===== src/mips_pkg.sv =====
package mips_pkg;

    // Instruction field widths
    localparam int REG_ADDR_W = 5;
    localparam int OPCODE_W   = 6;
    localparam int FUNCT_W    = 6;
    localparam int SHAMT_W    = 5;
    localparam int IMM_W      = 16;

    // Supported primary opcodes
    typedef enum logic [OPCODE_W-1:0] {
        OP_R_TYPE = 6'h00,
        OP_BEQ    = 6'h04,
        OP_BNE    = 6'h05,
        OP_ADDI   = 6'h08,
        OP_ADDIU  = 6'h09,
        OP_SLTI   = 6'h0a,
        OP_ANDI   = 6'h0c,
        OP_ORI    = 6'h0d,
        OP_XORI   = 6'h0e,
        OP_LUI    = 6'h0f,
        OP_HALT   = 6'h3f
    } opcode_e;

    // R-type function codes
    typedef enum logic [FUNCT_W-1:0] {
        FN_SLL  = 6'h00,
        FN_SRL  = 6'h02,
        FN_SRA  = 6'h03,
        FN_ADD  = 6'h20,
        FN_ADDU = 6'h21,
        FN_SUB  = 6'h22,
        FN_SUBU = 6'h23,
        FN_AND  = 6'h24,
        FN_OR   = 6'h25,
        FN_XOR  = 6'h26,
        FN_NOR  = 6'h27,
        FN_SLT  = 6'h2a
    } funct_e;

    typedef enum logic [3:0] {
        ALU_ADD,
        ALU_SUB,
        ALU_AND,
        ALU_OR,
        ALU_XOR,
        ALU_NOR,
        ALU_SLT,
        ALU_SLL,
        ALU_SRL,
        ALU_SRA,
        ALU_LUI
    } alu_op_e;

endpackage


===== src/mips_regfile.sv =====
`timescale 1ns/1ns

module mips_regfile import mips_pkg::*; #(
    parameter int DATA_W = 32
) (
    input  logic                  i_clk,
    input  logic                  i_rst,
    input  logic [REG_ADDR_W-1:0] i_rs_addr,
    input  logic [REG_ADDR_W-1:0] i_rt_addr,
    input  logic [REG_ADDR_W-1:0] i_dbg_addr,
    input  logic                  i_we,
    input  logic [REG_ADDR_W-1:0] i_wr_addr,
    input  logic [DATA_W-1:0]     i_wr_data,
    output logic [DATA_W-1:0]     o_rs_data,
    output logic [DATA_W-1:0]     o_rt_data,
    output logic [DATA_W-1:0]     o_dbg_data
);

    localparam int NUM_REGS = 2 ** REG_ADDR_W;

    logic [DATA_W-1:0] regs [NUM_REGS];

    always_ff @(posedge i_clk) begin
        if (i_rst) begin
            for (int i = 0; i < NUM_REGS; i++) begin
                regs[i] <= '0;
            end
        end else if (i_we && (i_wr_addr != '0)) begin
            // r0 is hardwired to zero
            regs[i_wr_addr] <= i_wr_data;
        end
    end

    // Combinational reads
    assign o_rs_data  = regs[i_rs_addr];
    assign o_rt_data  = regs[i_rt_addr];
    assign o_dbg_data = regs[i_dbg_addr];

endmodule


===== config.mk =====
export PLATFORM = sky130hd
export DESIGN_NAME = mips_regfile
export DESIGN_NICKNAME = d
export VERILOG_FILES = /design/src/mips_pkg.sv /design/src/mips_regfile.sv
export SDC_FILE = /design/constraint.sdc
export NUM_CORES = 2
export LEC_CHECK = 0
export BUFFER_PORTS_ARGS = -buffer_cell sky130_fd_sc_hd__buf_2
export CAP_MARGIN = 10
export CORE_ASPECT_RATIO = 1.2
export CORE_MARGIN = 2
export CORE_UTILIZATION = 55
export CTS_BUF_LIST = sky130_fd_sc_hd__clkbuf_8
export CTS_CLUSTER_SIZE = 40
export DETAILED_ROUTE_END_ITERATION = 12
export GPL_TIMING_DRIVEN = 0
export PLACE_DENSITY = 0.73
export SLEW_MARGIN = 0
export SYNTH_ARGS = -nofsm -noshare
export SYNTH_HDL_FRONTEND = slang
export SYNTH_SLANG_ARGS = --single-unit

===== constraint.sdc =====
create_clock -name i_clk -period 1.8 [get_ports i_clk]
set_input_delay 0.18 -clock i_clk [delete_from_list [all_inputs] [get_ports i_clk]]
set_output_delay 0.18 -clock i_clk [all_outputs]
set_load 0.1 [all_outputs]

-- Yosys cells after proc, flatten, opt, wreduce, memory -nomap -nowiden
Memory sizes are Yosys's and may differ from the RTL's.
Cells that the tools add are included.
- logic and storage cells: 12
- latch bits: 0
- memories kept: 1
- input port bits: 55
- ROM bits: 0
- flip-flop bits (word level): 0
- output and inout bits: 96
- bits in writable memories: 1024
- memory list (memory ; words ; bits a word ; rd ports ; clocked after memory_dff ; write ports ; line ; text):
    regs ; 32 ; 32 ; 3 ; 0 ; 32 ; mips_regfile.sv:21 ; logic [DATA_W-1:0] regs [NUM_REGS];
- add/subtract/negate cells: 0
- $lt $le $gt $ge: 0
- equality and inequality tests: 0
- multipliers: 0
- bitwise operators: 0
- muxes and demuxes: 8
- shift operators: 0
- reductions and logical operators: 3
- divide/modulo/power cells: 0
- operators by type and width (cell ; count):
    $mux W32 ; 1
    $reduce_or A32 Y1 ; 1
    $mux W1 ; 6
    $mux W5 ; 1
    $reduce_bool A5 Y1 ; 1
    $logic_and A1 B1 Y1 ; 1

-- Depth between registers and ports, before layout
- depth after elaboration: 7
- depth in mapped cells: 8
- depth with buffers taken out: 5

-- Worst setup path after synthesis
Ideal clock, no wire load.
- path kind: input -> output
- start point: input i_dbg_addr[1]
- end point: output o_dbg_data[25]
- slack: -387 ps
- arrival time: 2007 ps
- path buffers: 4
- data required time: 1620 ps
- stages: 8
- path through: buf_2 -> buf_4 -> buf_4 -> buf_6 -> mux2i_1 -> a22oi_1 -> a31oi_1 -> nand3_1
- cells in the longest elaborated chain, start to end: 1
- RTL lines (item ; line ; text):
    from (decl) ; mips_regfile.sv:10 ; input logic [REG_ADDR_W-1:0] i_dbg_addr,
    $mem_v2 Z32 W32 ; n/a ;
    to (decl) ; mips_regfile.sv:16 ; output logic [DATA_W-1:0] o_dbg_data
Every way passes these cells.

-- Worst setup path after layout
- start point: input i_dbg_addr[1]
- end point: output o_dbg_data[14]
The elaborated chain is that of the path after synthesis.

==> flow_summary.yaml <==
outcome:
  status: "finished with violations"
  violations: "setup timing"
placed_design:
  placed_cell_area_um2: 69000
  dp_hpwl_mm: 215
  gp_congestion: 1.03
  place_inst: 7484
  numPortBuffers: 147
clock_tree:
  clockBufferDepth: 3
  cts_buffers: 174
  ctsHtreeMaxLevel: 4
  cts.sinks: 1024
  cts_tree: "built"
  clkSlewWorstSetupHoldPaths_ns: 0.06
  cts_root_buf: "clkbuf_8"
setup_path:
  worstSetupStartpointType: "input pin"
  critPathKind: "in -> out"
  path_max_fanout: 10
  end_kind: "output port"
  critPathRequiredTime_ns: 1.62
  crit_arrival_ns: 2.67
route:
  firstDrtPassIters: 6
  wl_met3_mm: 46.2
  ant_nets: 0
  met1_length_mm: 101
  top_layer_used: "met5"
  drc: 0
  num_vias: 55400
  avgRoutedWirePerCell_um: 38.8
  wl_met2_mm: 130
  first_iter_violations: 8912
  wl_mm: 304
  via_per_inst: 7.06
finish:
  nNetsFinal: 6229
  area_delta_synth_final_pct: 18.7
  fill_cells: 9008
  regMostFlops: "regs"
  largest_register_ffs: 1024
  drive_gt1_frac: 0.187
  final_cell_area_um2: 76800
  layoutNonFillerInstCount: 7841
  regArea_um2: 30700
  top_regs: "regs x1024"
  fin_util: 0.660
  multi_input_area_um2: 35100
sta:
  min_period_ns: 2.85
  finalSetupTns_ns: -125.66
  rsz0062_at_grt: "yes"
  fmax_mhz: 351
  holdWs_ns: 0.0569
  worst_slew_pin_slew_ns: 1.36
  period_share: 1.58
  setup-violations-final: 625
  final_max_slew_viol_count: 0
  max_slew_margin: 0.0915
  hold_viol_final: 0
  fin_ws_ns: -1.05
synthesis:
  synth_async_sr_flop_share: 0
  synth_top_area_share: 0.475
  synth-edff-count: 1024
  syn_inst: 5763
  syn_area_per_cell_um2: 11.2
  synth_commonest_cells: "mux2i_1, edfxtp_1, and2_1, nand2_1, nand3_1"
  synth_flop_cell: "edfxtp_1"
  synth.most_common_cell: "mux2i_1"
  yosysTopAreaCell: "edfxtp_1"
  synth_area_leaders: "edfxtp_1, mux2i_1, and2_1"
  synth_area_um2: 64700
  ys_ff_latch: 1024
  synth_cell_type_count: 29
  yosysWarnings: 0
  ys_seq_area_frac: 0.475
power_and_ir_drop:
  combPwrFrac: 0.244
  internal-power_w: 0.0429
  ir_drop_mv: 0.856
  power-per-cell-area_nw_per_um2: 851
  pwr-share-clk: 0.318
  swShare: 0.343
  seqPwrFrac: 0.438
  power_leakage_nw: 31.1
  p_sw_w: 0.0224
grt:
  grt_pass1_vias: 53200
  overflow: 0
  grt_max_degree: 33
  grt_antenna_before_repair: 25
  grt_usage: 0.490
  grt_pass1_wl_mm: 405
floorplanning:
  core_area_um2: 116000
  top_level_ports: 151
  start_util: 0.556
  rows: 137
  die_y_um: 380
  die_w_um: 317
  fp.dieArea_um2: 120000
flow_run:
  maxCapViolations: 0
worst_hold_path:
  hp-class: "in -> reg"
==> critical path: stages <==
cell and delay [ns]:
buf_2 0.28, buf_4 0.40, buf_2 0.52, mux2i_1 0.15, a22oi_1 0.32, nand3_2 0.36, nand3_4 0.24, buf_12 0.19
==> power groups by stage <==
stage          sequential [W]  combinational [W]  clock (W)
2_1_floorplan          0.0288            0.00877          0
3_3_place_gp           0.0290             0.0129          0
3_5_place_dp           0.0291             0.0131          0
4_1_cts                0.0286             0.0150     0.0203
5_1_grt                0.0288             0.0160     0.0213
6_report               0.0286             0.0159     0.0208
==> logic make-up (layout without fill, tap and decap cells) <==
kind of cell	count (synthesis)	after routing	share of synthesized area
AOI/OAI and AO/OA	864	864	0.0910
buffers and inverters	572	1076	0.0436
DFF	1024	1024	0.475
muxes	1536	1536	0.238
other	1	37	0.0000580
and+or+nand+nor	1766	1775	0.152
==> what timing repair did <==
action | in CTS | in global routing
resized for setup | 833 | 150
pin swaps | 130 | 67
cloned | 2 | 7
endpoints found under the hold margin | 331 | 0
endpoints found under the setup margin | 666 | 785
hold buffers | 33 | 0
setup buffers | 0 | 2
==> area by class of cell <==
cell class,instances,share of cell area
buffer,571,0.0406
multi-input combinational,4207,0.457
clock buffer,180,0.0323
timing repair buffer,196,0.0355
tap,1529,0.0249
antenna,5,0.000163
sequential,1024,0.400
clock inverter,129,0.00945
==> path summary, 6_finish.rpt <==
path                      start                         to  slack [ns]  cells after the start
setup / recovery  i_dbg_addr[1]             o_dbg_data[14]       -1.05                      8
hold / removal            i_rst  regs[31][2]$_SDFFCE_PN0P_        0.06                      2
==> through the flow <==
stage          setup slack [ns]  power, W
2_1_floorplan           -0.0597    0.0375
3_3_place_gp              -2.08    0.0419
3_5_place_dp              -1.66    0.0421
4_1_cts                  -0.912    0.0639
5_1_grt                  -0.984    0.0660
6_report                  -1.05    0.0653
==> cells in the final DEF (no fill, tap or decap), types with 109 or more instances in the layout <==
master / n
a22oi_1: 267
edfxtp_1: 1024
nand3_1: 151
clkbuf_1: 202
clkbuf_8: 186
nand3_4: 117
nand2_1: 293
and2_1: 995
buf_4: 109
buf_2: 189
a22o_1: 180
mux2i_1: 1536
a21oi_1: 288
==> per-layer routing <==
metal  global-route usage  vias up
li1                     -    22200
met1                0.582    27000
met2                0.721     4719
met3                0.203     1403
met4                0.333       16
met5              0.00122        -
(Power assumes the default switching activity.)
