File: src/mips_pkg.sv
package mips_pkg;

    // Instruction field widths
    localparam int REG_ADDR_W = 5;
    localparam int OPCODE_W   = 6;
    localparam int FUNCT_W    = 6;
    localparam int SHAMT_W    = 5;
    localparam int IMM_W      = 16;

    // Supported primary opcodes
    typedef enum logic [OPCODE_W-1:0] {
        OP_R_TYPE = 6'h00,
        OP_BEQ    = 6'h04,
        OP_BNE    = 6'h05,
        OP_ADDI   = 6'h08,
        OP_ADDIU  = 6'h09,
        OP_SLTI   = 6'h0a,
        OP_ANDI   = 6'h0c,
        OP_ORI    = 6'h0d,
        OP_XORI   = 6'h0e,
        OP_LUI    = 6'h0f,
        OP_HALT   = 6'h3f
    } opcode_e;

    // R-type function codes
    typedef enum logic [FUNCT_W-1:0] {
        FN_SLL  = 6'h00,
        FN_SRL  = 6'h02,
        FN_SRA  = 6'h03,
        FN_ADD  = 6'h20,
        FN_ADDU = 6'h21,
        FN_SUB  = 6'h22,
        FN_SUBU = 6'h23,
        FN_AND  = 6'h24,
        FN_OR   = 6'h25,
        FN_XOR  = 6'h26,
        FN_NOR  = 6'h27,
        FN_SLT  = 6'h2a
    } funct_e;

    typedef enum logic [3:0] {
        ALU_ADD,
        ALU_SUB,
        ALU_AND,
        ALU_OR,
        ALU_XOR,
        ALU_NOR,
        ALU_SLT,
        ALU_SLL,
        ALU_SRL,
        ALU_SRA,
        ALU_LUI
    } alu_op_e;

endpackage

File: src/ctl_if.sv
`timescale 1ns/1ns

interface ctl_if import mips_pkg::*; ();

    alu_op_e alu_op;
    logic    alu_src_imm;
    logic    zero_ext;
    logic    reg_dst_rd;
    logic    reg_write;
    logic    branch;
    logic    branch_ne;
    logic    halt;

    modport decoder (
        output alu_op, alu_src_imm, zero_ext, reg_dst_rd,
        output reg_write, branch, branch_ne, halt
    );

    modport execute (
        input  alu_op, alu_src_imm, zero_ext, reg_dst_rd,
        input  reg_write, branch, branch_ne, halt
    );

endinterface

File: src/mips_control.sv
`timescale 1ns/1ns

module mips_control import mips_pkg::*; #(
    parameter int DATA_W = 32
) (
    input  logic [DATA_W-1:0] i_instr,
    ctl_if.decoder            ctl,
    output logic              o_halt_req
);

    logic [OPCODE_W-1:0] opcode;
    logic [FUNCT_W-1:0]  funct;
    logic                halt_dec;

    assign opcode = i_instr[DATA_W-1 -: OPCODE_W];
    assign funct  = i_instr[FUNCT_W-1:0];

    always_comb begin
        ctl.alu_op      = ALU_ADD;
        ctl.alu_src_imm = 1'b0;
        ctl.zero_ext    = 1'b0;
        ctl.reg_dst_rd  = 1'b0;
        ctl.reg_write   = 1'b0;
        ctl.branch      = 1'b0;
        ctl.branch_ne   = 1'b0;
        halt_dec        = 1'b0;

        case (opcode)
            OP_R_TYPE: begin
                ctl.reg_dst_rd = 1'b1;
                ctl.reg_write  = 1'b1;
                case (funct)
                    FN_ADD, FN_ADDU: ctl.alu_op = ALU_ADD;
                    FN_SUB, FN_SUBU: ctl.alu_op = ALU_SUB;
                    FN_AND:          ctl.alu_op = ALU_AND;
                    FN_OR:           ctl.alu_op = ALU_OR;
                    FN_XOR:          ctl.alu_op = ALU_XOR;
                    FN_NOR:          ctl.alu_op = ALU_NOR;
                    FN_SLT:          ctl.alu_op = ALU_SLT;
                    FN_SLL:          ctl.alu_op = ALU_SLL;
                    FN_SRL:          ctl.alu_op = ALU_SRL;
                    FN_SRA:          ctl.alu_op = ALU_SRA;
                    default: begin
                        // Unsupported funct behaves as a no-op
                        ctl.reg_dst_rd = 1'b0;
                        ctl.reg_write  = 1'b0;
                    end
                endcase
            end
            OP_ADDI, OP_ADDIU: begin
                ctl.alu_src_imm = 1'b1;
                ctl.reg_write   = 1'b1;
            end
            OP_SLTI: begin
                ctl.alu_op      = ALU_SLT;
                ctl.alu_src_imm = 1'b1;
                ctl.reg_write   = 1'b1;
            end
            OP_ANDI: begin
                ctl.alu_op      = ALU_AND;
                ctl.alu_src_imm = 1'b1;
                ctl.zero_ext    = 1'b1;
                ctl.reg_write   = 1'b1;
            end
            OP_ORI: begin
                ctl.alu_op      = ALU_OR;
                ctl.alu_src_imm = 1'b1;
                ctl.zero_ext    = 1'b1;
                ctl.reg_write   = 1'b1;
            end
            OP_XORI: begin
                ctl.alu_op      = ALU_XOR;
                ctl.alu_src_imm = 1'b1;
                ctl.zero_ext    = 1'b1;
                ctl.reg_write   = 1'b1;
            end
            OP_LUI: begin
                ctl.alu_op      = ALU_LUI;
                ctl.alu_src_imm = 1'b1;
                ctl.reg_write   = 1'b1;
            end
            // Branches compare through subtraction
            OP_BEQ: begin
                ctl.alu_op = ALU_SUB;
                ctl.branch = 1'b1;
            end
            OP_BNE: begin
                ctl.alu_op    = ALU_SUB;
                ctl.branch    = 1'b1;
                ctl.branch_ne = 1'b1;
            end
            OP_HALT: halt_dec = 1'b1;
            default: ;
        endcase
    end

    assign ctl.halt   = halt_dec;
    assign o_halt_req = halt_dec;

endmodule

File: src/flat_wrapper.sv
// flat-port wrapper written by rule: the top's interface ports become plain ports
module mips_control_flat import mips_pkg::*;
#(
    parameter int DATA_W = 32
)
  (i_instr, o_halt_req, ctl_alu_op, ctl_alu_src_imm, ctl_zero_ext, ctl_reg_dst_rd, ctl_reg_write, ctl_branch, ctl_branch_ne, ctl_halt);
  ctl_if ctl_i ();
  input  logic [DATA_W-1:0] i_instr;
  output logic o_halt_req;
  output wire logic [$bits(ctl_i.alu_op)-1:0] ctl_alu_op;
  output wire logic [$bits(ctl_i.alu_src_imm)-1:0] ctl_alu_src_imm;
  output wire logic [$bits(ctl_i.zero_ext)-1:0] ctl_zero_ext;
  output wire logic [$bits(ctl_i.reg_dst_rd)-1:0] ctl_reg_dst_rd;
  output wire logic [$bits(ctl_i.reg_write)-1:0] ctl_reg_write;
  output wire logic [$bits(ctl_i.branch)-1:0] ctl_branch;
  output wire logic [$bits(ctl_i.branch_ne)-1:0] ctl_branch_ne;
  output wire logic [$bits(ctl_i.halt)-1:0] ctl_halt;
  assign ctl_alu_op = ctl_i.alu_op;
  assign ctl_alu_src_imm = ctl_i.alu_src_imm;
  assign ctl_zero_ext = ctl_i.zero_ext;
  assign ctl_reg_dst_rd = ctl_i.reg_dst_rd;
  assign ctl_reg_write = ctl_i.reg_write;
  assign ctl_branch = ctl_i.branch;
  assign ctl_branch_ne = ctl_i.branch_ne;
  assign ctl_halt = ctl_i.halt;
  mips_control #(.DATA_W(DATA_W)) u_core (.i_instr(i_instr), .ctl(ctl_i), .o_halt_req(o_halt_req));
endmodule
File: config.mk
export PLATFORM = sky130hd
export DESIGN_NAME = mips_control_flat
export DESIGN_NICKNAME = d
export VERILOG_FILES = /design/src/mips_pkg.sv /design/src/ctl_if.sv /design/src/mips_control.sv /design/src/flat_wrapper.sv
export SDC_FILE = /design/constraint.sdc
export NUM_CORES = 1
export LEC_CHECK = 0
export BUFFER_PORTS_ARGS = -buffer_cell sky130_fd_sc_hd__buf_2
export CAP_MARGIN = 15
export CORE_AREA = 2 2 39 41
export DETAILED_ROUTE_END_ITERATION = 7
export DIE_AREA = 0 0 41 43
export PLACE_DENSITY = 0.7
export SYNTH_ARGS = -nofsm -noshare
export SYNTH_HDL_FRONTEND = slang
export SYNTH_SLANG_ARGS = --single-unit
File: constraint.sdc
create_clock -name vclk -period 4.6
set_input_delay 0.92 -clock vclk [all_inputs]
set_output_delay 0.92 -clock vclk [all_outputs]
set_load 0.1 [all_outputs]
Word level (Yosys, flattened, before mapping)
Index checks and enable logic that the tools add are counted. W data, S select, Z words.

Add/sub/neg operators: 0. Multiply operators: 0. Divide/modulo/power cells: 0. $lt $le $gt $ge: 0. Eq/ne operators: 21. Shift operators: 0. Mux-type cells: 10. Bitwise logic cells: 0. Reduce and logical (&&, ||, !) cells: 7.

Operator list (count): $eq A6 B6 Y1 const B (10); $eq A6 B4 Y1 const B (7); $pmux W4 S9 (1); $pmux W4 S7 (1); $eq A6 B2 Y1 const B (2); $eq A6 B3 Y1 const B (2); $logic_not A6 Y1 (2); $reduce_or A12 Y1 (1); $mux W1 (7); $reduce_or A7 Y1 (1); $reduce_or A2 Y1 (2); $reduce_or A3 Y1 (1); $pmux W1 S2 (1).

Register bits after elaboration: 0. Latch bits: 0. RAM bits: 0. ROM bits: 0. Input port bits: 32. Output and inout port bits: 12. Word-level logic and storage cells: 38. Memories: 0.

Logic depth before layout (Yosys ltp)
Depth in word-level cells: 4. Gate-level depth with buffers: 5. Mapped depth without buffers: 4.

Worst setup path after synthesis
Ideal clock, no wire load.

Path type: input -> output. From: in i_instr[30]. To: out ctl_branch_ne. Arrival: 5.264 ns. Required time: 3.680 ns. Setup slack: -1.584 ns. Stages: 4. Cell sequence: or2_2 clkbuf_1 nor4_1 and2_1.

Cells in the longest elaborated chain, start to end: 2.

Ends and longest elaborated chain: start, declared (line flat_wrapper.sv:8) `input logic [DATA_W-1:0] i_instr;`; $eq A6 B3 Y1 (line mips_control.sv:28) `case (opcode)`; $mux W1 (line mips_control.sv:28); end, declared (line flat_wrapper.sv:16) `output wire logic [$bits(ctl_i.branch_ne)-1:0] ctl_branch_ne;`.

Every way passes these cells.

Final worst setup path
From: in i_instr[0]. To: out ctl_alu_op[1].

Cells in the longest elaborated chain, start to end: 4. Elaborated cells between the ends (all ways): 13.

Ends and longest elaborated chain: $eq A6 B6 Y1 (line mips_control.sv:32) `case (funct)`; $reduce_or A2 Y1 (line mips_control.sv:32); $pmux W4 S9 (*) (line mips_control.sv:32); $pmux W4 S7 (*) (line mips_control.sv:28); end, declared (line flat_wrapper.sv:10) `output wire logic [$bits(ctl_i.alu_op)-1:0] ctl_alu_op;`.

Every way passes the cells marked *; elsewhere a longest branch is shown, timed or not.

==> impl_metrics.tcl <==
set metrics [dict create \
    run_status "finished, final reports clean" \
    cp_max_fo 8 \
    multi_input_area_um2 322 \
    dpl_cell_area_um2 477 \
    wl_um 914 \
    dieArea_um2 1760 \
    grt_max_degree 12 \
    path_cells "buf_2 -> or3_1 -> a211oi_2 -> o21ai_1 -> a221oi_2 -> buf_2" \
    final_common_cell "buf_2" \
    antenna_left 0 \
    hold_path.class "input port to output port" \
    arrival_ns 2.46 \
    cp_top_family "buffers and inverters" \
    power_w 0.0000455 \
    ys_warn_count 0 \
    p_leak_nw 0.224 \
    fp.dieW_um 41 \
    start_util_pct 26.8 \
    core_um2 1380 \
    grt_pass1_wl_um 1490 \
    worstPathRequired_ns 3.68 \
    endpoint_kind "output port" \
    cp_num_cells 6 \
    drt_pass1_iterations 4 \
    nClkBuffers 0 \
    grt_use_met3_pct 0 \
    die_h_um 43 \
    grt_pass1_vias 348 \
    hold_viol_final 0 \
    setup_viol 0 \
    place_congestion 0.700 \
    setup_tns_ns 0 \
    wl_per_cell_um 10.2 \
    ctsHoldBuffers 0 \
    hpwl_um 751 \
    design.seq.count 0 \
    stdcell_area_um2 477 \
    row_count 14 \
    cp-start-kind "input port" \
    final_core_util_pct 34.4 \
    drive_gt1_share_pct 44.6 \
    antenna_cells 0 \
    seq_area_um2 0 \
    period_share_pct 73.5 \
    drtIter0Drc 5 \
    yosysSeqAreaShare_pct 0 \
    synthesis.area_um2 370 \
    syn-num-nets 90 \
    globalRouteMet1Util_pct 18.4 \
    hold_slack_ns 2.36 \
    crit_top_cell "buf_2" \
    drv_slew 0 \
    vias 472 \
    viasPerCell 5.24 \
    ir_drop_mv 0.0316 \
    syn2layout_area_growth_pct 28.7 \
    antenna_found_initial 0 \
    ioPinCount 44 \
    cpMaxStageDelayCell "buf_2" \
    maxCapViolCount 0 \
    rsz0062_at_grt "no" \
    fillCellCount 153 \
    drcViolationCount 0 \
    hold_path_depth 3 \
    ys_types 34 \
    hp-start "i_instr[30]" \
    critPathKind "input port to output port" \
    avgSynthCellArea_um2 6.39 \
    worst-path-buf-inv 2 \
    layout.nets 108 \
    final_cell_mix "buf_2 (24), nor2_1 (6), nand2_1 (5), inv_1 (4)" \
    grt_use_total_pct 11.1 \
    slew_headroom_pct 67.8 \
    cp-startpoint "i_instr[0]" \
    grt_overflow 0 \
    worst_pin_slew_ns 0.486 \
    port_buffers 24 \
    post-cts-setup-buffers 0 \
    cts_resized 0 \
    synth_cells 58 \
    grtUsageMet2_pct 16.6 \
    fmax_mhz 296 \
    critPathMaxStageDelay_ns 0.46 \
    grt.busiest_layer "met1" \
    p_per_area_nw_per_um2 95.5 \
    post-route-min-period_ns 3.38 \
]
[cell families after synthesis]
kind of cell,Yosys count,share of synthesized area (%)
and+or+nand+nor,31,51.0
AOI/OAI and AO/OA,14,30.4
buffers and inverters,12,16.2
xor gates and xnor gates,1,2.37
[synth_stat cells (2+ instances only)]
cell      n  area [µm²]
nand2_1   5        18.8
nor3_1    3        15.0
clkbuf_1  5        18.8
o21ai_0   2        10.0
o21ai_1   2        10.0
nor2_1    6        22.5
nor4_1    3        18.8
buf_4     2        15.0
inv_1     4        15.0
nor2b_1   2        12.5
[path summary, 6_finish.rpt]
| check | to | slack, ns |
|---|---|---|
| setup / recovery | ctl_alu_op[1] | 1.22 |
| hold / removal | o_halt_req | 2.36 |
[per-stage QoR]
step | instances | setup WS (ns)
3_5_place_dp | 90 | 1.21
4_1_cts | 90 | 1.20
3_3_place_gp | 90 | 1.22
2_1_floorplan | 58 | -0.315
6_report | 90 | 1.22
5_1_grt | 90 | 1.10
[report_power, final]
group	switching (W)	internal [W]	total [W]
clock network	0	0	0
logic	0.0000331	0.0000124	0.0000455
registers	0	0	0
total	0.0000331	0.0000124	0.0000455
[layer usage]
| metal | wire (µm) | vias to the layer above | part of all wire [%] |
|---|---|---|---|
| met5 | 0 | - | 0 |
| met4 | 0 | 0 | 0 |
| met3 | 51 | 0 | 5.6 |
| met2 | 425 | 12 | 46 |
| met1 | 437 | 213 | 48 |
| li1 | - | 247 | - |
[area by class of cell]
| type | instances | share of cell area, % |
|---|---|---|
| Inverter | 4 | 3.15 |
| Multi-Input combinational cell | 46 | 67.5 |
| Tap cell | 16 | 4.20 |
| Timing Repair Buffer | 24 | 25.2 |
Power figures use the tool's default switching activity.
